**src/hw/rv_fetch_pkg.sv**
```systemverilog
`default_nettype none

package rv_fetch_pkg;

  localparam int XLEN = 32;
  localparam logic [XLEN-1:0] RESET_PC = 32'h0000_0000;
  localparam logic [XLEN-1:0] INSN_BYTES = 32'd4;  // PC step, no compressed ISA
  localparam logic [1:0] RESP_OKAY = 2'b00;
  localparam logic [2:0] AR_PROT_INSN = 3'b100;  // Instruction, secure, unprivileged

  // Major opcodes, bits [6:0]
  localparam logic [6:0] OPC_OP = 7'b0110011;
  localparam logic [6:0] OPC_OP_IMM = 7'b0010011;
  localparam logic [6:0] OPC_LOAD = 7'b0000011;
  localparam logic [6:0] OPC_STORE = 7'b0100011;
  localparam logic [6:0] OPC_BRANCH = 7'b1100011;
  localparam logic [6:0] OPC_JAL = 7'b1101111;
  localparam logic [6:0] OPC_JALR = 7'b1100111;
  localparam logic [6:0] OPC_LUI = 7'b0110111;
  localparam logic [6:0] OPC_AUIPC = 7'b0010111;
  localparam logic [6:0] OPC_MISC_MEM = 7'b0001111;
  localparam logic [6:0] OPC_SYSTEM = 7'b1110011;

  // SYSTEM immediates with funct3 = 000
  localparam logic [11:0] IMM_ECALL = 12'h000;
  localparam logic [11:0] IMM_EBREAK = 12'h001;
  localparam logic [11:0] IMM_MRET = 12'h302;
  localparam logic [11:0] IMM_WFI = 12'h105;

  typedef enum logic [7:0] {
    OP_ADD, OP_SUB, OP_SLL, OP_SLT, OP_SLTU,
    OP_XOR, OP_SRL, OP_SRA, OP_OR, OP_AND,
    OP_MUL, OP_MULH, OP_MULHSU, OP_MULHU,
    OP_DIV, OP_DIVU, OP_REM, OP_REMU,
    OP_ADDI, OP_SLTI, OP_SLTIU, OP_XORI, OP_ORI, OP_ANDI,
    OP_SLLI, OP_SRLI, OP_SRAI,
    OP_LB, OP_LH, OP_LW, OP_LBU, OP_LHU,
    OP_SB, OP_SH, OP_SW,
    OP_BEQ, OP_BNE, OP_BLT, OP_BGE, OP_BLTU, OP_BGEU,
    OP_JAL, OP_JALR, OP_LUI, OP_AUIPC,
    OP_CSRRW, OP_CSRRS, OP_CSRRC, OP_CSRRWI, OP_CSRRSI, OP_CSRRCI,
    OP_FENCE, OP_FENCE_I, OP_ECALL, OP_EBREAK, OP_MRET, OP_WFI,
    OP_FETCH_FAULT = 8'hFE,
    OP_ILLEGAL = 8'hFF
  } rv_op_e;

  typedef enum logic {
    FETCH,
    EXECUTE
  } fetch_state_e;

  typedef struct packed {
    logic valid;
    logic [XLEN-1:0] addr;
    logic [2:0] prot;
  } axil_ar_t;

  typedef struct packed {
    logic valid;
    logic [XLEN-1:0] data;
    logic [1:0] resp;
  } axil_r_t;

  typedef struct packed {
    logic capture;  // One-cycle pulse on the R handshake
    logic [XLEN-1:0] pc;
    logic [XLEN-1:0] word;
    logic fault;  // Response was not OKAY
  } fetch_word_t;

  typedef struct packed {
    logic [XLEN-1:0] pc;
    logic [XLEN-1:0] word;
    rv_op_e op;
  } issue_t;

  typedef struct packed {
    logic taken;
    logic [XLEN-1:0] target;
  } redirect_t;

endpackage

`default_nettype wire
```
**src/hw/instr_fetch_top.sv**
```systemverilog
`timescale 1ns/10ps
`default_nettype none

module instr_fetch_top (
  input wire logic clk,
  input wire logic rst,
  output rv_fetch_pkg::axil_ar_t m_ar,
  input wire logic m_arready,
  input wire rv_fetch_pkg::axil_r_t m_r,
  output logic m_rready,
  output logic issue_valid,
  input wire logic issue_ready,
  output rv_fetch_pkg::issue_t issue,
  input wire rv_fetch_pkg::redirect_t redirect
);

  import rv_fetch_pkg::*;

  fetch_word_t fetch;  // Sequencer to instruction register
  logic issue_accept;  // Issue handshake, computed once in the decoder

  fetch_ctrl i_fetch_ctrl (
    .clk(clk),
    .rst(rst),
    .ar(m_ar),
    .arready(m_arready),
    .r(m_r),
    .rready(m_rready),
    .fetch(fetch),
    .issue_accept(issue_accept),
    .redirect(redirect)
  );

  instr_decoder i_instr_decoder (
    .clk(clk),
    .rst(rst),
    .fetch(fetch),
    .issue_valid(issue_valid),
    .issue_ready(issue_ready),
    .issue(issue),
    .issue_accept(issue_accept)
  );

endmodule

`default_nettype wire

```
**src/hw/instr_decoder.sv**
```systemverilog
`timescale 1ns/10ps
`default_nettype none

module instr_decoder (
  input wire logic clk,
  input wire logic rst,
  input wire rv_fetch_pkg::fetch_word_t fetch,
  output logic issue_valid,
  input wire logic issue_ready,
  output rv_fetch_pkg::issue_t issue,
  output logic issue_accept
);

  import rv_fetch_pkg::*;

  logic [XLEN-1:0] ir_word;
  logic [XLEN-1:0] ir_pc;
  rv_op_e ir_op;
  rv_op_e decoded_op;

  function automatic rv_op_e decode(input logic [XLEN-1:0] word);
    logic [6:0] opcode;
    logic [2:0] funct3;
    logic [6:0] funct7;
    logic [11:0] imm12;
    rv_op_e op;
    opcode = word[6:0];
    funct3 = word[14:12];
    funct7 = word[31:25];
    imm12 = word[31:20];
    op = OP_ILLEGAL;  // Anything not matched below
    case (opcode)
      OPC_OP: begin
        if (funct7 == 7'b0000000) begin
          case (funct3)
            3'b000: op = OP_ADD;
            3'b001: op = OP_SLL;
            3'b010: op = OP_SLT;
            3'b011: op = OP_SLTU;
            3'b100: op = OP_XOR;
            3'b101: op = OP_SRL;
            3'b110: op = OP_OR;
            default: op = OP_AND;
          endcase
        end else if (funct7 == 7'b0100000) begin
          if (funct3 == 3'b000) op = OP_SUB;
          else if (funct3 == 3'b101) op = OP_SRA;
        end else if (funct7 == 7'b0000001) begin
          // RV32M, all eight funct3 values used
          op = rv_op_e'(8'(OP_MUL) + 8'(funct3));
        end
      end
      OPC_OP_IMM: begin
        case (funct3)
          3'b000: op = OP_ADDI;
          3'b010: op = OP_SLTI;
          3'b011: op = OP_SLTIU;
          3'b100: op = OP_XORI;
          3'b110: op = OP_ORI;
          3'b111: op = OP_ANDI;
          3'b001: if (funct7 == 7'b0000000) op = OP_SLLI;
          default: begin
            if (funct7 == 7'b0000000) op = OP_SRLI;
            else if (funct7 == 7'b0100000) op = OP_SRAI;
          end
        endcase
      end
      OPC_LOAD: begin
        case (funct3)
          3'b000: op = OP_LB;
          3'b001: op = OP_LH;
          3'b010: op = OP_LW;
          3'b100: op = OP_LBU;
          3'b101: op = OP_LHU;
          default: op = OP_ILLEGAL;
        endcase
      end
      OPC_STORE: begin
        if (funct3 == 3'b000) op = OP_SB;
        else if (funct3 == 3'b001) op = OP_SH;
        else if (funct3 == 3'b010) op = OP_SW;
      end
      OPC_BRANCH: begin
        case (funct3)
          3'b000: op = OP_BEQ;
          3'b001: op = OP_BNE;
          3'b100: op = OP_BLT;
          3'b101: op = OP_BGE;
          3'b110: op = OP_BLTU;
          3'b111: op = OP_BGEU;
          default: op = OP_ILLEGAL;
        endcase
      end
      OPC_JAL: op = OP_JAL;
      OPC_JALR: if (funct3 == 3'b000) op = OP_JALR;
      OPC_LUI: op = OP_LUI;
      OPC_AUIPC: op = OP_AUIPC;
      OPC_MISC_MEM: begin
        if (funct3 == 3'b000) op = OP_FENCE;
        else if (funct3 == 3'b001) op = OP_FENCE_I;
      end
      OPC_SYSTEM: begin
        case (funct3)
          3'b000: begin
            // Privileged ops share funct3, the immediate tells them apart
            if (imm12 == IMM_ECALL) op = OP_ECALL;
            else if (imm12 == IMM_EBREAK) op = OP_EBREAK;
            else if (imm12 == IMM_MRET) op = OP_MRET;
            else if (imm12 == IMM_WFI) op = OP_WFI;
          end
          3'b001: op = OP_CSRRW;
          3'b010: op = OP_CSRRS;
          3'b011: op = OP_CSRRC;
          3'b101: op = OP_CSRRWI;
          3'b110: op = OP_CSRRSI;
          3'b111: op = OP_CSRRCI;
          default: op = OP_ILLEGAL;
        endcase
      end
      default: op = OP_ILLEGAL;
    endcase
    return op;
  endfunction

  assign decoded_op = fetch.fault ? OP_FETCH_FAULT : decode(fetch.word);

  // Instruction register, loaded once per fetch
  always_ff @(posedge clk) begin
    if (fetch.capture) begin
      ir_word <= fetch.word;
      ir_pc <= fetch.pc;
      ir_op <= decoded_op;
    end
  end

  always_ff @(posedge clk) begin
    if (rst) issue_valid <= 1'b0;
    else if (fetch.capture) issue_valid <= 1'b1;
    else if (issue_accept) issue_valid <= 1'b0;  // Held until execute takes it
  end

  assign issue_accept = issue_valid & issue_ready;

  assign issue = '{
    pc: ir_pc,
    word: ir_word,
    op: ir_op
  };

endmodule

`default_nettype wire

```
**src/hw/fetch_ctrl.sv**
```systemverilog
`timescale 1ns/10ps
`default_nettype none

module fetch_ctrl (
  input wire logic clk,
  input wire logic rst,
  output rv_fetch_pkg::axil_ar_t ar,
  input wire logic arready,
  input wire rv_fetch_pkg::axil_r_t r,
  output logic rready,
  output rv_fetch_pkg::fetch_word_t fetch,
  input wire logic issue_accept,
  input wire rv_fetch_pkg::redirect_t redirect
);

  import rv_fetch_pkg::*;

  fetch_state_e state;
  logic [XLEN-1:0] pc;
  logic [XLEN-1:0] next_pc;
  logic ar_valid;
  logic ar_done;  // AR handshake on this edge
  logic r_done;  // R handshake on this edge

  assign ar_done = ar_valid & arready;
  assign r_done = rready & r.valid;

  // Sequential PC unless execute asks for a jump
  assign next_pc = redirect.taken ? redirect.target : pc + INSN_BYTES;

  assign ar = '{
    valid: ar_valid,
    addr: pc,
    prot: AR_PROT_INSN
  };

  assign fetch = '{
    capture: r_done,
    pc: pc,
    word: r.data,
    fault: (r.resp != RESP_OKAY)
  };

  always_ff @(posedge clk) begin
    if (rst) begin
      state <= FETCH;
      pc <= RESET_PC;
      ar_valid <= 1'b0;
      rready <= 1'b0;
    end else begin
      case (state)
        FETCH: begin
          if (ar_valid) begin
            if (ar_done) begin
              ar_valid <= 1'b0;
              rready <= 1'b1;  // Address taken, wait for data
            end
          end else if (rready) begin
            if (r_done) begin
              rready <= 1'b0;
              state <= EXECUTE;  // Decoder holds the word now
            end
          end else begin
            ar_valid <= 1'b1;  // Only reached right after reset
          end
        end

        EXECUTE: begin
          // Execute stage owns the instruction until it accepts
          if (issue_accept) begin
            pc <= next_pc;
            ar_valid <= 1'b1;  // Next request starts immediately
            state <= FETCH;
          end
        end

        default: begin
          state <= FETCH;
          ar_valid <= 1'b0;
          rready <= 1'b0;
        end
      endcase
    end
  end

endmodule

`default_nettype wire

```
**config.mk**
```make
export PLATFORM = sky130hd
export DESIGN_NAME = instr_fetch_top
export DESIGN_NICKNAME = d
export VERILOG_FILES = /design/src/hw/rv_fetch_pkg.sv /design/src/hw/instr_fetch_top.sv /design/src/hw/instr_decoder.sv /design/src/hw/fetch_ctrl.sv
export SDC_FILE = /design/constraint.sdc
export NUM_CORES = 1
export LEC_CHECK = 0
export BUFFER_PORTS_ARGS = -buffer_cell sky130_fd_sc_hd__buf_2
export CAP_MARGIN = 30
export CORE_ASPECT_RATIO = 0.6
export CORE_UTILIZATION = 30
export DETAILED_ROUTE_END_ITERATION = 6
export HOLD_SLACK_MARGIN = 0.08
export PLACE_DENSITY = 0.55
export SLEW_MARGIN = 20
export SYNTH_ARGS = -nofsm -noshare
export SYNTH_HDL_FRONTEND = slang
export SYNTH_SLANG_ARGS = --single-unit
export TNS_END_PERCENT = 5
```
**constraint.sdc**
```tcl
create_clock -name clk -period 3.2 [get_ports clk]
set_clock_uncertainty 0.05 [all_clocks]
set_input_delay 0.64 -clock clk [delete_from_list [all_inputs] [get_ports clk]]
set_output_delay 0.64 -clock clk [all_outputs]
set_load 0.05 [all_outputs]
```
After elaboration in Yosys (flattened, before gate mapping)
Index checks and enable logic that the tools add are counted.

Output and inout bits: 110. Input port bits: 72. Word-level logic and storage cells: 87. Bits in registers: 108.

Eq/ne operators: 25. Add/sub/neg operators: 2. Mux-type cells: 41. Bitwise operators: 4. Reduce and logical (&&, ||, !) cells: 7.

Operators by type and width (number): 8-bit 2-to-1 mux (18); 8-bit one-hot mux with 7 select lines (2); 8-bit one-hot mux with 11 select lines (1); 8-bit one-hot mux with 6 select lines (1); 8-bit one-hot mux with 5 select lines (1); 32-bit by 3-bit adder with 32-bit output, second input constant (1); 32-bit 2-to-1 mux (1); 7-bit by 6-bit == test with 1-bit output, second input constant (4); 7-bit == test, second input constant (4); 4-bit one-hot mux with 7 select lines (1); 7-bit by 5-bit == test with 1-bit output, second input constant (2); 1-bit 2-to-1 mux (14); 12-bit by 1-bit == test with 1-bit output, second input constant (1); 12-bit by 10-bit == test with 1-bit output, second input constant (1); 12-bit by 9-bit == test with 1-bit output, second input constant (1); 3-bit == test, second input constant (4); 12-bit logical NOT (1); 7-bit by 1-bit == test with 1-bit output, second input constant (1); 7-bit by 2-bit == test with 1-bit output, second input constant (1); 7-bit by 4-bit == test with 1-bit output, second input constant (1); 7-bit logical NOT (1); 3-bit by 2-bit == test with 1-bit output, second input constant (2); 4-bit by 3-bit adder with 5-bit output, first input constant (1); 1-bit one-hot mux with 2 select lines (2); 8 further kinds (12).

Depth between registers and ports, before layout
Gate-level depths: netlist of the first run.

Depth after elaboration: 7. Mapped depth: 7. Mapped depth without buffers: 6.

Modules after synthesis
From an unflattened synthesis of the first run, not the netlist that was laid out.

Cells, all modules: 613. Area, all modules: 6015.8 µm².

By module, submodules not included: instr_decoder (instances 1, area each 3314.4 µm², seq. area each 2152.1 µm², cells each 255); fetch_ctrl (instances 1, area each 2701.3 µm², seq. area each 700.7 µm², cells each 358).

Worst setup path after synthesis of the first run
No wires, ideal clock.

Kind: reg2reg. Start: reg i_fetch_ctrl.rready. End: reg i_instr_decoder.ir_op[0], enable pin. Buffers on the path: 0. Data required time: 2.725 ns. Stages on the path, launching flop included: 3. Setup time: 0.425 ns. Arrival time: 2.226 ns. Clock period less this slack: 2.701 ns. Path slack: 0.499 ns. Path through: dfxtp_1 nand2_1 inv_1.

RTL lines: from (decl) (RTL line fetch_ctrl.sv:10) `output logic rready,`; from (signal assigned) (RTL line fetch_ctrl.sv:49) `rready <= 1'b0;`; from (signal assigned) (RTL line fetch_ctrl.sv:56) `rready <= 1'b1;`; from (signal assigned) (RTL line fetch_ctrl.sv:60) `rready <= 1'b0;`; to (signal assigned) (RTL line instr_decoder.sv:132) `ir_op <= decoded_op;`; to (decl) (RTL line instr_decoder.sv:18) `rv_op_e ir_op;`.

Final worst setup path of the first run
Start: in m_r[5] in the netlist's numbering. End: reg i_instr_decoder.ir_op[6], data pin.

Word-level cells in the longest chain between the ends: 2. Elaborated cells between the ends (all ways): 12. Those cells by class: 11 x eq/ne; 1 x mux.

Ends and longest elaborated chain: from (decl) (RTL line instr_fetch_top.sv:9) `input wire rv_fetch_pkg::axil_r_t m_r,`; 7-bit == test, or another cell as far along (RTL line instr_decoder.sv:32) `case (opcode)`; 8-bit one-hot mux with 11 select lines (*) (RTL line instr_decoder.sv:32).

Every way passes the cells marked *; elsewhere a longest branch is shown, timed or not. A chain may end at the register's enable or synchronous reset.

==> out/metrics.yaml, run 1 <==
clock_network:
  cts_tree: "built"
  clk_path_buf_depth: 2
  tritoncts_num_sinks: 107
  cts_inserted_buffers: 9
  cts_hold_repair.buffers: 0
  cts_root_buffer: "sky130_fd_sc_hd__clkbuf_16"
  post_cts_resize_count: 0
  clk_pin_slew_worst_paths_ns: 0.07
  clock_latency_ns: 0.36
  cts_htree_levels: 3
  cts_setup_buffers: 0
final_layout:
  fraction_of_final_layout_cells_with_drive_strength_greater_than_1_pct: 33.0
  layout-area-overhead-vs-synth_pct: 21.0
  layout.cells.most_common: "sky130_fd_sc_hd__buf_2"
  number_of_diodes_added_for_antenna_fixing: 0
  final_nets: 785
  num-fill-cells: 1839
  final_cell_mix: "178 x sky130_fd_sc_hd__buf_2, 71 x sky130_fd_sc_hd__edfxtp_1, 45 x sky130_fd_sc_hd__a21oi_1, 45 x sky130_fd_sc_hd__nand2_1, 36 x sky130_fd_sc_hd__dfxtp_1"
routing:
  detailedRoute.firstIterationViolations: 515
  detail_route.wl_per_cell_um: 19.5
  via_per_inst: 5.51
  drtPass1Iterations: 5
  routed_wirelength_um: 18700
  antenna_left: 0
  detail_route.drc_violations: 0
  vias: 5271
timing:
  final.min_clock_period_ns: 2.56
  rsz0062_at_grt: "false"
  totalNegativeSetupSlack_ns: 0
  final_critical_path_setup_slack_ns: 0.642
  hold_violations: 0
  post-route-period-util_pct: 79.9
  setup-violations-final: 0
  finalHoldWorstSlack_ns: 0.409
  drv_slew: 0
  max_slew.worst_pin.slew_ns: 0.824
  timing.fmax_mhz: 391
  worst_rel_slew_slack_pct: 44.4
power:
  internal_power_w: 0.00224
  peakVddDrop_mv: 0.230
  p_switching_w: 0.000883
  power.share.sequential_pct: 48.5
  p_per_area_nw_per_um2: 450
  share_clk_of_total_power_pct: 38.8
  sw_frac_of_total_pct: 28.3
  comb_power_share_pct: 12.8
  leakagePower_nw: 2.58
status:
  run_status: "finished clean"
logic_synthesis:
  seq_area_frac_synth_pct: 49.7
  synth_top_cells_by_area: "sky130_fd_sc_hd__edfxtp_1 37%, sky130_fd_sc_hd__dfxtp_1 13%, sky130_fd_sc_hd__buf_4 5.0%"
  synth-edff-count: 71
  synth_cell_types: 76
  ys_seq_elements: 107
  synth.yosys.warnings: 0
  synth.cell_area_um2: 5740
  syn_area_per_cell_um2: 9.85
  ys_async_sr_fraction_pct: 0
  yosys.area.top_type: "sky130_fd_sc_hd__edfxtp_1"
  synthesized_instance_count: 583
  synth_top_area_share_pct: 37.1
  synthFlopType: "sky130_fd_sc_hd__edfxtp_1"
floorplanning:
  chipWidth_um: 181
  start_util_pct: 31.2
  placementRows: 38
  die_area_um2: 19700
  coreArea_um2: 18400
  die_h_um: 109
  pin_count: 182
global_route:
  number_of_global_route_vias_before_repair: 4641
  grt_antenna_before_repair: 0
  grt_first_pass_wirelength_um: 27700
  grt_start_max_net_pins: 56
  gr-usage-all-layers_pct: 18.6
  gr_ovfl_total: 0
setup_path:
  timing.critical_path.from_type: "input pin"
  critical_path.endpoint_type: "flop"
  critical_path_rt_ns: 3.21
  crit_fanout: 13
  cp.arrival_ns: 2.57
  timing_worst_setup_path_type: "in2reg"
hold_path:
  hold_path.class: "in2reg"
placement:
  place.detailed.hpwl_um: 13800
  detailedPlace.worstSlack_ns: 0.368
  globalplace.congestion: 0.955
  placement.io_buffers: 178
flow_run:
  max_cap_violations: 0
## routing by layer
| metal | GRT usage, % | vias up | part of all wire, % |
|---|---|---|---|
| met2 | 23.3 | 269 | 38 |
| li1 | - | 2441 | - |
| met3 | 5.85 | 18 | 10 |
| met5 | 0 | - | 0 |
| met1 | 29.2 | 2543 | 51 |
| met4 | 4.64 | 0 | 1.2 |
## final cells by class
cell class	count	area (um2)	area share (%)
inverters	11	42.5	0.613
flip-flops and latches	107	2850	41.1
repair buffers	193	1030	14.8
multi-input cells	389	2400	34.6
clock buffers	9	225	3.24
well taps	240	300	4.32
clock inverters	7	92.6	1.33
## worst max-delay path, stage by stage
cell,delay [ns]
sky130_fd_sc_hd__buf_2,0.27
sky130_fd_sc_hd__or3b_1,0.37
sky130_fd_sc_hd__a21oi_1,0.35
sky130_fd_sc_hd__o221ai_1,0.25
sky130_fd_sc_hd__a311oi_1,0.47
sky130_fd_sc_hd__o2111ai_1,0.21
## sequential cells by signal (all words and copies together) (netlist names)
| signal | flops |
|---|---|
| i_instr_decoder.ir_word | 32 |
| i_instr_decoder.ir_pc | 32 |
| i_fetch_ctrl.pc | 32 |
| i_instr_decoder.issue_valid | 1 |
| i_fetch_ctrl.state | 1 |
| i_fetch_ctrl.ar_valid | 1 |
| i_instr_decoder.ir_op | 7 |
| i_fetch_ctrl.rready | 1 |
## per-stage QoR
step,total power (W),std cells,cell area (um2),utilization [%]
after global routing,0.00323,956,6950,37.7
after CTS,0.00316,956,6950,37.7
final,0.00312,956,6950,37.7
after detailed placement,0.00194,940,6630,36.0
after floorplan,0.00181,584,5750,-
after global placement,0.00194,940,6630,36.0
## logic make-up after synthesis
group / synth area share [%]
buffers and inverters: 8.52
flip-flops: 49.7
AND/OR/NAND/NOR: 21.3
AO/OA/AOI/OAI: 18.6
adder cells (fa/ha/maj): 0.436
XOR/XNOR: 0.305
other: 0.131
multiplexers: 1.05
## synth_stat cells (all sizes together), types with 3 or more instances
cell type  number
clkbuf         19
nor4b           6
nor3b           3
nor4           10
mux2i           6
nand2          45
a41oi           5
or3             7
buf            58
a31oi          10
o21ai          32
a211oi         14
edfxtp         71
nor2           36
a21oi          45
dfxtp          36
nor2b          10
o31ai           5
nand3          26
and3           11
o41ai           3
a311oi          3
nand4          15
inv            11
o22ai           7
or4b            3
nor3           11
a41o            4
nand3b          3
and2            4
a31o            6
nand2b          9
and4            5
or2             3
## path summary, 6_finish.rpt
| kind | slack, ns | depth (start not counted) | to | start |
|---|---|---|---|---|
| worst min register to register | 0.43 | 0 | i_instr_decoder.ir_pc[26]$_DFFE_PP_ | i_fetch_ctrl.pc[26]$_SDFFE_PP0P_ |
| worst max-delay path | 0.64 | 6 | i_instr_decoder.ir_op[6]$_SDFFCE_PP1P_ | m_r[5] |
| worst min-delay path | 0.41 | 1 | i_instr_decoder.ir_word[17]$_DFFE_PP_ | m_r[19] |
| worst max register to register | 0.89 | 7 | i_fetch_ctrl.pc[22]$_SDFFE_PP0P_ | i_fetch_ctrl.pc[2]$_SDFFE_PP0P_ |
## power groups by stage
stage / logic (W) / registers, W / clock network (W)
floorplan: 0.000160 / 0.00165 / 0
global placement: 0.000395 / 0.00154 / 0
detailed placement: 0.000394 / 0.00155 / 0
CTS: 0.000395 / 0.00151 / 0.00126
global route: 0.000421 / 0.00152 / 0.00129
finish: 0.000399 / 0.00151 / 0.00121
No activity file was read; power rests on OpenSTA's default activity.
==> run 2, diff against run 1 <==
PLACE_DENSITY = 0.57   (was 0.55)
clock period = 2.1 ns   (was 3.2 ns; I/O delays follow)
==> run 2 against run 1 <==
Effect of this change: via count increased by 5.2%; clock power rose by 44%; largest cell class unchanged; final cell count rose by 9.2%; die area stayed put; worst hold slack lost 0.22 ns; wire length up 6.1%; sequential cell count did not move; power grew 52%; critical path depth up 1; register-to-register slack got worse by 0.68 ns; clock-buffer cell count stayed put.
==> out/metrics.yaml, run 2 (synthesis results as in run 1) <==
status:
  run_status: "finished clean"  # unchanged
routing:
  length_of_routed_wiring_on_met1_um: 10600  # was 9510 um
  vias: 5547  # was 5271
  via_per_inst: 5.31  # was 5.51
  routed_wirelength_um: 19800  # was 18700 um
  antenna_left: 0  # unchanged
  met3_wirelength_um: 2160  # was 1870 um
  detailedRoute.firstIterationViolations: 511  # was 515
  drtPass1Iterations: 5  # unchanged
  detail_route.drc_violations: 0  # unchanged
  total_length_of_routed_met2_wires_um: 6890  # was 7060 um
  detail_route.wl_per_cell_um: 19.0  # was 19.5 um
  highest_layer: "met4"  # unchanged
placement:
  detailedPlace.worstSlack_ns: -0.281  # was 0.368 ns
  placement.io_buffers: 178  # unchanged
  placed_cells_incl_taps: 1028  # was 940
  globalplace.congestion: 0.963  # was 0.955
  place.detailed.hpwl_um: 15000  # was 13800 um
power:
  p_per_area_nw_per_um2: 624  # was 450 nW/um2
  leakagePower_nw: 3.01  # was 2.58 nW
  post-layout-total-power_w: 0.00474  # was 0.00312 W
  peakVddDrop_mv: 0.387  # was 0.230 mV
clock_network:
  cts_inserted_buffers: 9  # unchanged
  cts_hold_repair.buffers: 0  # unchanged
  clock_latency_ns: 0.36  # about the same
  clk_path_buf_depth: 2  # unchanged
  clk_pin_slew_worst_paths_ns: 0.08  # was 0.07 ns
  cts_htree_levels: 3  # unchanged
  cts_tree: "built"  # unchanged
  cts_root_buffer: "sky130_fd_sc_hd__clkbuf_16"  # unchanged
  cts_setup_buffers: 0  # unchanged
  tritoncts_num_sinks: 107  # unchanged
floorplanning:
  start_util_pct: 31.2  # unchanged
  placementRows: 38  # unchanged
  chipWidth_um: 181  # unchanged
  die_area_um2: 19700  # unchanged
  die_h_um: 109  # unchanged
  pin_count: 182  # unchanged
  coreArea_um2: 18400  # unchanged
final_layout:
  final_core_util_pct: 41.3  # was 37.7%
  post_layout_nonfiller_instances: 1044  # was 956
  final_nets: 873  # was 785
  final_cell_mix: "178 x sky130_fd_sc_hd__buf_2, 102 x sky130_fd_sc_hd__buf_4, 71 x sky130_fd_sc_hd__edfxtp_1, 45 x sky130_fd_sc_hd__a21oi_1, 45 x sky130_fd_sc_hd__nand2_1"  # was 178 x sky130_fd_sc_hd__buf_2, 71 x sky130_fd_sc_hd__edfxtp_1, 45 x sky130_fd_sc_hd__a21oi_1, 45 x sky130_fd_sc_hd__nand2_1, 36 x sky130_fd_sc_hd__dfxtp_1
  layout-area-overhead-vs-synth_pct: 32.3  # was 21.0%
  reg_top3: "i_fetch_ctrl.pc x32, i_instr_decoder.ir_pc x32, i_instr_decoder.ir_word x32"  # unchanged
  number_of_diodes_added_for_antenna_fixing: 0  # unchanged
  layout.cells.most_common: "sky130_fd_sc_hd__buf_2"  # unchanged
  fraction_of_final_layout_cells_with_drive_strength_greater_than_1_pct: 40.7  # was 33.0%
setup_path:
  cp.arrival_ns: 2.04  # was 2.57 ns
  r2r-end: "i_fetch_ctrl.pc[28]$_SDFFE_PP0P_"  # was i_fetch_ctrl.pc[22]$_SDFFE_PP0P_
  critical_path.cell_chain: "buf_2, or4_4, nor4_1, buf_4, nand2_1, o2111ai_1, o2111ai_1"  # was buf_2, or3b_1, a21oi_1, o221ai_1, a311oi_1, o2111ai_1
  ff2ff_path_depth: 6  # was 7
  register_to_register_setup_slack_ns: 0.21  # was 0.89 ns
  crit_path_max_incr_delay_ns: 0.58  # was 0.47 ns
  critical_path_rt_ns: 2.13  # was 3.21 ns
  critical_path.endpoint_type: "flop"  # unchanged
  crit_fanout: 4  # was 13
  cp_slowest_cell: "sky130_fd_sc_hd__or4_4"  # was sky130_fd_sc_hd__a311oi_1
  timing_worst_setup_path_type: "in2reg"  # unchanged
  timing.critical_path.from_type: "input pin"  # unchanged
  path_common_cell: "sky130_fd_sc_hd__o2111ai_1"
  r2r-start: "i_fetch_ctrl.pc[2]$_SDFFE_PP0P_"  # unchanged
  cpLargestDelayFamily: "simple AND/OR/NAND/NOR gates"  # was compound AO/OA/AOI/OAI gates
  number_of_buffer_and_inverter_stages_on_the_critical_path: 2  # was 1
timing:
  final_critical_path_setup_slack_ns: 0.0883  # was 0.642 ns
  hold_violations: 0  # unchanged
  post-route-period-util_pct: 95.8
  drv_slew: 0  # unchanged
  max_slew.worst_pin.slew_ns: 0.636  # was 0.824 ns
  final.min_clock_period_ns: 2.01
  timing.fmax_mhz: 497
  rsz0062_at_grt: "false"  # unchanged
  worst_rel_slew_slack_pct: 57.6  # was 44.4%
  setup-violations-final: 0  # unchanged
hold_path:
  whs_path_depth: 1  # unchanged
  whs_endpoint: "i_instr_decoder.ir_word[15]$_DFFE_PP_"  # was i_instr_decoder.ir_word[17]$_DFFE_PP_
  hold_path.class: "in2reg"  # unchanged
  holdCritStartpoint: "m_r[17]"  # was m_r[19]
global_route:
  gr-usage-all-layers_pct: 20.0  # was 18.6%
  gr_ovfl_total: 0  # unchanged
  number_of_global_route_vias_before_repair: 4996  # was 4641
  grt_antenna_before_repair: 0  # unchanged
  grt_start_max_net_pins: 42  # was 56
  grt_first_pass_wirelength_um: 29900  # was 27700 um
flow_run:
  max_cap_violations: 0  # unchanged
-- run 2: changes by cell type in the layout (fill, tap and decap cells not counted), sizes merged --
cell | before | now
bufinv | 1 | 0
buf | 193 | 281
clkinv | 3 | 4
inv | 14 | 13
clkinvlp | 0 | 1
-- run 2: repair_timing --
action | CTS | global route
endpoints found under the hold margin | 0 | 0
gates resized for setup | 0 | 5
setup endpoints to repair | 0 | 5
-- run 2: where the power goes --
group / switching (W) / internal (W) / leakage, nW / total (W)
combinational: 0.000466 / 0.000233 / 1.95 / 0.000699
sequential: 0.0000185 / 0.00229 / 0.914 / 0.00231
clock: 0.000898 / 0.000840 / 0.144 / 0.00174
total: 0.00138 / 0.00336 / 3.01 / 0.00474
-- run 2: how the worst max path moves through the flow --
stage	start	end	slack [ns]	cells past startpoint
after floorplan	m_r[23]	i_instr_decoder.ir_op[6]$_SDFFCE_PP1P_	0.02	5
after global placement	m_r[5]	i_instr_decoder.ir_op[1]$_SDFFCE_PP1P_	-0.30	8
after detailed placement	m_r[31]	i_instr_decoder.ir_op[6]$_SDFFCE_PP1P_	-0.28	7
after CTS	i_fetch_ctrl.pc[2]$_SDFFE_PP0P_	i_fetch_ctrl.pc[26]$_SDFFE_PP0P_	0.08	7
after global routing	m_r[27]	i_instr_decoder.ir_op[6]$_SDFFCE_PP1P_	0.02	7
final	m_r[28]	i_instr_decoder.ir_op[6]$_SDFFCE_PP1P_	0.09	7
-- run 2: metal layers --
metal / vias up / track usage [%]
met3: 16 / 7.31
met5: - / 0
met1: 2634 / 32.3
li1: 2627 / -
met4: 0 / 4.09
met2: 270 / 23.6
-- run 2: final cells by class --
class,instances,area (um2)
fill,1839,10800
sequential,107,2850
multi-input combinational,389,2430
timing repair buffer,281,1680
tap,240,300
clock buffer,9,225
clock inverter,7,68.8
inverter,11,45.0
-- run 2: stage by stage --
stage	hold WS, ns	area (um2)	TNS, ns
final	0.190	7600	0
after global routing	0.165	7600	0
after CTS	0.170	7570	0
after detailed placement	0.393	7280	-1.46
after global placement	0.387	7280	-1.44
after floorplan	0.381	5750	0
-- run 2: worst register-to-register path, stage by stage (launching register included) --
cell and delay, ns:
sky130_fd_sc_hd__dfxtp_1 0.34, sky130_fd_sc_hd__ha_1 0.17, sky130_fd_sc_hd__nand4_1 0.24, sky130_fd_sc_hd__nor2_4 0.27, sky130_fd_sc_hd__nand4_2 0.17, sky130_fd_sc_hd__or4_1 0.43, sky130_fd_sc_hd__a31oi_1 0.16
==> run 3, diff against run 2 <==
ABC_AREA = 1   (was unset)
PLACE_DENSITY = 0.56   (was 0.57)
==> run 3 against run 2 <==
Effect of this change: via count up 0.85%; wire length down 5.3%; power up 1.1%; critical path type is now reg2reg; largest power group unchanged.
==> out/metrics.yaml, run 3 <==
setup_path:
  critical_path.endpoint_type: "flop"  # unchanged
  register_to_register_setup_slack_ns: 0.28  # was 0.21 ns
  cp.arrival_ns: 2.00  # was 2.04 ns
  critical_path_rt_ns: 2.29  # was 2.13 ns
  ff2ff_path_depth: 10  # was 6
  r2r-end: "i_fetch_ctrl.pc[30]$_SDFFE_PP0P_"  # was i_fetch_ctrl.pc[28]$_SDFFE_PP0P_
  r2r-start: "i_fetch_ctrl.pc[2]$_SDFFE_PP0P_"  # unchanged
  timing_worst_setup_path_type: "reg2reg"  # was in2reg
  crit_fanout: 6  # was 4
  timing.critical_path.from_type: "flop"  # was input pin
final_layout:
  post_layout_nonfiller_instances: 1186  # was 1044
  num-fill-cells: 2040  # was 1839
  final_nets: 989  # was 873
  reg_top3: "i_fetch_ctrl.pc x32, i_instr_decoder.ir_pc x32, i_instr_decoder.ir_word x32"  # unchanged
  layout.cell_area.non_filler_um2: 7390  # was 7600 um2
  sequential_cell_area_um2: 2850  # unchanged
  layout.cells.most_common: "sky130_fd_sc_hd__nand2_1"  # was sky130_fd_sc_hd__buf_2
  fraction_of_final_layout_cells_with_drive_strength_greater_than_1_pct: 31.4  # was 40.7%
  multiInputGateArea_um2: 2490  # was 2430 um2
  final_cell_mix: "183 x sky130_fd_sc_hd__nand2_1, 178 x sky130_fd_sc_hd__buf_2, 100 x sky130_fd_sc_hd__nor2_1, 71 x sky130_fd_sc_hd__edfxtp_1, 64 x sky130_fd_sc_hd__nand3_1"  # was 178 x sky130_fd_sc_hd__buf_2, 102 x sky130_fd_sc_hd__buf_4, 71 x sky130_fd_sc_hd__edfxtp_1, 45 x sky130_fd_sc_hd__a21oi_1, 45 x sky130_fd_sc_hd__nand2_1
  number_of_diodes_added_for_antenna_fixing: 0  # unchanged
  layout-area-overhead-vs-synth_pct: 24.1  # was 32.3%
routing:
  detail_route.drc_violations: 0  # unchanged
  vias: 5594  # was 5547
  highest_layer: "met4"  # unchanged
  antenna_left: 0  # unchanged
  detail_route.wl_per_cell_um: 15.8  # was 19.0 um
  routed_wirelength_um: 18800  # was 19800 um
  detailedRoute.firstIterationViolations: 491  # was 511
  total_length_of_routed_met2_wires_um: 6550  # was 6890 um
  via_per_inst: 4.72  # was 5.31
  drtPass1Iterations: 5  # unchanged
  met3_wirelength_um: 1950  # was 2160 um
  length_of_routed_wiring_on_met1_um: 10100  # was 10600 um
logic_synthesis:
  ys_async_sr_fraction_pct: 0  # unchanged
  yosys.area.top_type: "sky130_fd_sc_hd__edfxtp_1"  # unchanged
  synth_cell_types: 42  # was 76
  synth_top_area_share_pct: 35.8  # was 37.1%
  synthTopCellsByCount: "183 x sky130_fd_sc_hd__nand2_1, 100 x sky130_fd_sc_hd__nor2_1, 71 x sky130_fd_sc_hd__edfxtp_1"  # was 71 x sky130_fd_sc_hd__edfxtp_1, 45 x sky130_fd_sc_hd__a21oi_1, 45 x sky130_fd_sc_hd__nand2_1
  synth.cell_area_um2: 5950  # was 5740 um2
  synth.most_common_cell: "sky130_fd_sc_hd__nand2_1"  # was sky130_fd_sc_hd__edfxtp_1
  synth-edff-count: 71  # unchanged
  synthFlopType: "sky130_fd_sc_hd__edfxtp_1"  # unchanged
  synthesized_instance_count: 744  # was 583
  synth_top_cells_by_area: "sky130_fd_sc_hd__edfxtp_1 36%, sky130_fd_sc_hd__dfxtp_1 12%, sky130_fd_sc_hd__nand2_1 12%"  # was sky130_fd_sc_hd__edfxtp_1 37%, sky130_fd_sc_hd__dfxtp_1 13%, sky130_fd_sc_hd__buf_4 5.0%
  seq_area_frac_synth_pct: 47.9  # was 49.7%
  syn_area_per_cell_um2: 8.00  # was 9.85 um2
  synth.yosys.warnings: 0  # unchanged
  ys_seq_elements: 107  # unchanged
clock_network:
  cts_inserted_buffers: 9  # unchanged
  cts_setup_buffers: 0  # unchanged
  clk_path_buf_depth: 2  # unchanged
  clock_latency_ns: 0.37  # was 0.36 ns
  cts_htree_levels: 3  # unchanged
  tritoncts_num_sinks: 107  # unchanged
  cts_tree: "built"  # unchanged
  post_cts_resize_count: 0  # unchanged
  clk_pin_slew_worst_paths_ns: 0.08  # about the same
  cts_root_buffer: "sky130_fd_sc_hd__clkbuf_16"  # unchanged
  cts_hold_repair.buffers: 0  # unchanged
floorplanning:
  die_area_um2: 20400  # was 19700 um2
  coreArea_um2: 19200  # was 18400 um2
  chipWidth_um: 184  # was 181 um
  placementRows: 39  # was 38
  start_util_pct: 31.0  # was 31.2%
  pin_count: 182  # unchanged
  die_h_um: 111  # was 109 um
timing:
  hold_violations: 0  # unchanged
  final_critical_path_setup_slack_ns: 0.283  # was 0.0883 ns
  final.min_clock_period_ns: 1.82  # was 2.01 ns
  timing.fmax_mhz: 550  # was 497 MHz
  totalNegativeSetupSlack_ns: 0  # unchanged
  worst_rel_slew_slack_pct: 62.2  # was 57.6%
  drv_slew: 0  # unchanged
  setup-violations-final: 0  # unchanged
  post-route-period-util_pct: 86.5  # was 95.8%
  max_slew.worst_pin.slew_ns: 0.561  # was 0.636 ns
  rsz0062_at_grt: "false"  # unchanged
power:
  share_clk_of_total_power_pct: 35.6  # was 36.6%
  post-layout-total-power_w: 0.00479  # was 0.00474 W
  internal_power_w: 0.00335  # was 0.00336 W
  comb_power_share_pct: 15.2  # was 14.7%
  leakagePower_nw: 3.05  # was 3.01 nW
  sw_frac_of_total_pct: 30.2  # was 29.1%
  p_per_area_nw_per_um2: 649  # was 624 nW/um2
  p_switching_w: 0.00145  # was 0.00138 W
  power.share.sequential_pct: 49.2  # was 48.6%
  peakVddDrop_mv: 0.400  # was 0.387 mV
flow_run:
  max_cap_violations: 0  # unchanged
global_route:
  gr-usage-all-layers_pct: 18.8  # was 20.0%
  gr_ovfl_total: 0  # unchanged
  grt_antenna_before_repair: 0  # unchanged
  grt_first_pass_wirelength_um: 28700  # was 29900 um
  grt_start_max_net_pins: 49  # was 42
  number_of_global_route_vias_before_repair: 4929  # was 4996
placement:
  globalplace.congestion: 1.01  # was 0.963
  place_area_um2: 7100  # was 7280 um2
  placement.io_buffers: 178  # unchanged
  placed_cells_incl_taps: 1170  # was 1028
  place.detailed.hpwl_um: 14900  # was 15000 um
  detailedPlace.worstSlack_ns: 0.0264  # was -0.281 ns
status:
  run_status: "finished clean"  # unchanged
hold_path:
  hold_path.class: "in2reg"  # unchanged
  holdCritStartpoint: "m_r[17]"  # unchanged
  whs_path_depth: 1  # unchanged
  whs_endpoint: "i_instr_decoder.ir_word[15]$_DFFE_PP_"  # unchanged
[run 3: changes by cell type after synthesis, sizes merged, moves of 11 or more]
cell    delta
a21oi     -17
nand2    +150
a211oi    -11
buf       -13
nand3     +39
nor2      +85
clkbuf    -12
inv       +61
[run 3: power by group through the flow]
stage / registers [W] / logic [W] / clock network (W)
after floorplan: 0.00268 / 0.000225 / 0
after global placement: 0.00241 / 0.000732 / 0
after detailed placement: 0.00241 / 0.000728 / 0
after CTS: 0.00236 / 0.000729 / 0.00178
after global routing: 0.00237 / 0.000778 / 0.00186
final: 0.00236 / 0.000728 / 0.00171
[run 3: worst max-delay path, cell delays in order (launching register included)]
cell	delay [ns]
sky130_fd_sc_hd__dfxtp_1	0.45
sky130_fd_sc_hd__ha_1	0.25
sky130_fd_sc_hd__nand2_2	0.09
sky130_fd_sc_hd__nor2_4	0.17
sky130_fd_sc_hd__nand2_4	0.11
sky130_fd_sc_hd__nor2_4	0.18
sky130_fd_sc_hd__nand2_2	0.08
sky130_fd_sc_hd__nor2_1	0.10
sky130_fd_sc_hd__nand2_1	0.05
sky130_fd_sc_hd__nand3_1	0.09
sky130_fd_sc_hd__a21oi_2	0.06
[run 3: kinds of logic after synthesis]
kind of cell             share of synthesized area (%)
AO/OA/AOI/OAI                                     7.54
other                                            0.126
XOR/XNOR                                         0.588
flip-flops                                        47.9
buffers and inverters                             10.4
AND/OR/NAND/NOR                                   33.0
adder cells (fa/ha/maj)                          0.420
[run 3: area by class of cell]
class / instances / area share [%]
flip-flops and latches: 107 / 38.6
repair buffers: 211 / 15.6
clock inverters: 6 / 0.830
clock buffers: 10 / 3.10
well taps: 266 / 4.50
inverters: 72 / 3.71
multi-input cells: 514 / 33.6
[run 3: routing by layer]
layer,vias up,track usage (%)
li1,2787,-
met1,2543,31.1
met2,255,22.2
met3,9,6.14
met4,0,3.89
met5,-,0
[run 3: worst max-delay path by stage]
stage / to / cells past startpoint / from / slack [ns]
finish: i_fetch_ctrl.pc[30]$_SDFFE_PP0P_ / 10 / i_fetch_ctrl.pc[2]$_SDFFE_PP0P_ / 0.28
detailed placement: i_instr_decoder.ir_op[2]$_SDFFCE_PP1P_ / 7 / m_r[29] / 0.03
global placement: i_instr_decoder.ir_op[1]$_SDFFCE_PP1P_ / 11 / m_r[27] / 0.02
CTS: i_fetch_ctrl.pc[30]$_SDFFE_PP0P_ / 10 / i_fetch_ctrl.pc[2]$_SDFFE_PP0P_ / 0.28
floorplan: i_instr_decoder.ir_op[0]$_SDFFCE_PP0P_ / 2 / i_fetch_ctrl.rready$_SDFFE_PP0P_ / 0.07
global route: i_fetch_ctrl.pc[26]$_SDFFE_PP0P_ / 9 / i_fetch_ctrl.pc[23]$_SDFFE_PP0P_ / 0.13
[run 3: per-stage QoR]
| step | hold slack, ns | utilization [%] |
|---|---|---|
| 6_report | 0.174 | 38.4 |
| 5_1_grt | 0.147 | 38.4 |
| 4_1_cts | 0.154 | 38.4 |
| 3_5_place_dp | 0.399 | 36.9 |
| 3_3_place_gp | 0.390 | 36.9 |
| 2_1_floorplan | 0.382 | - |
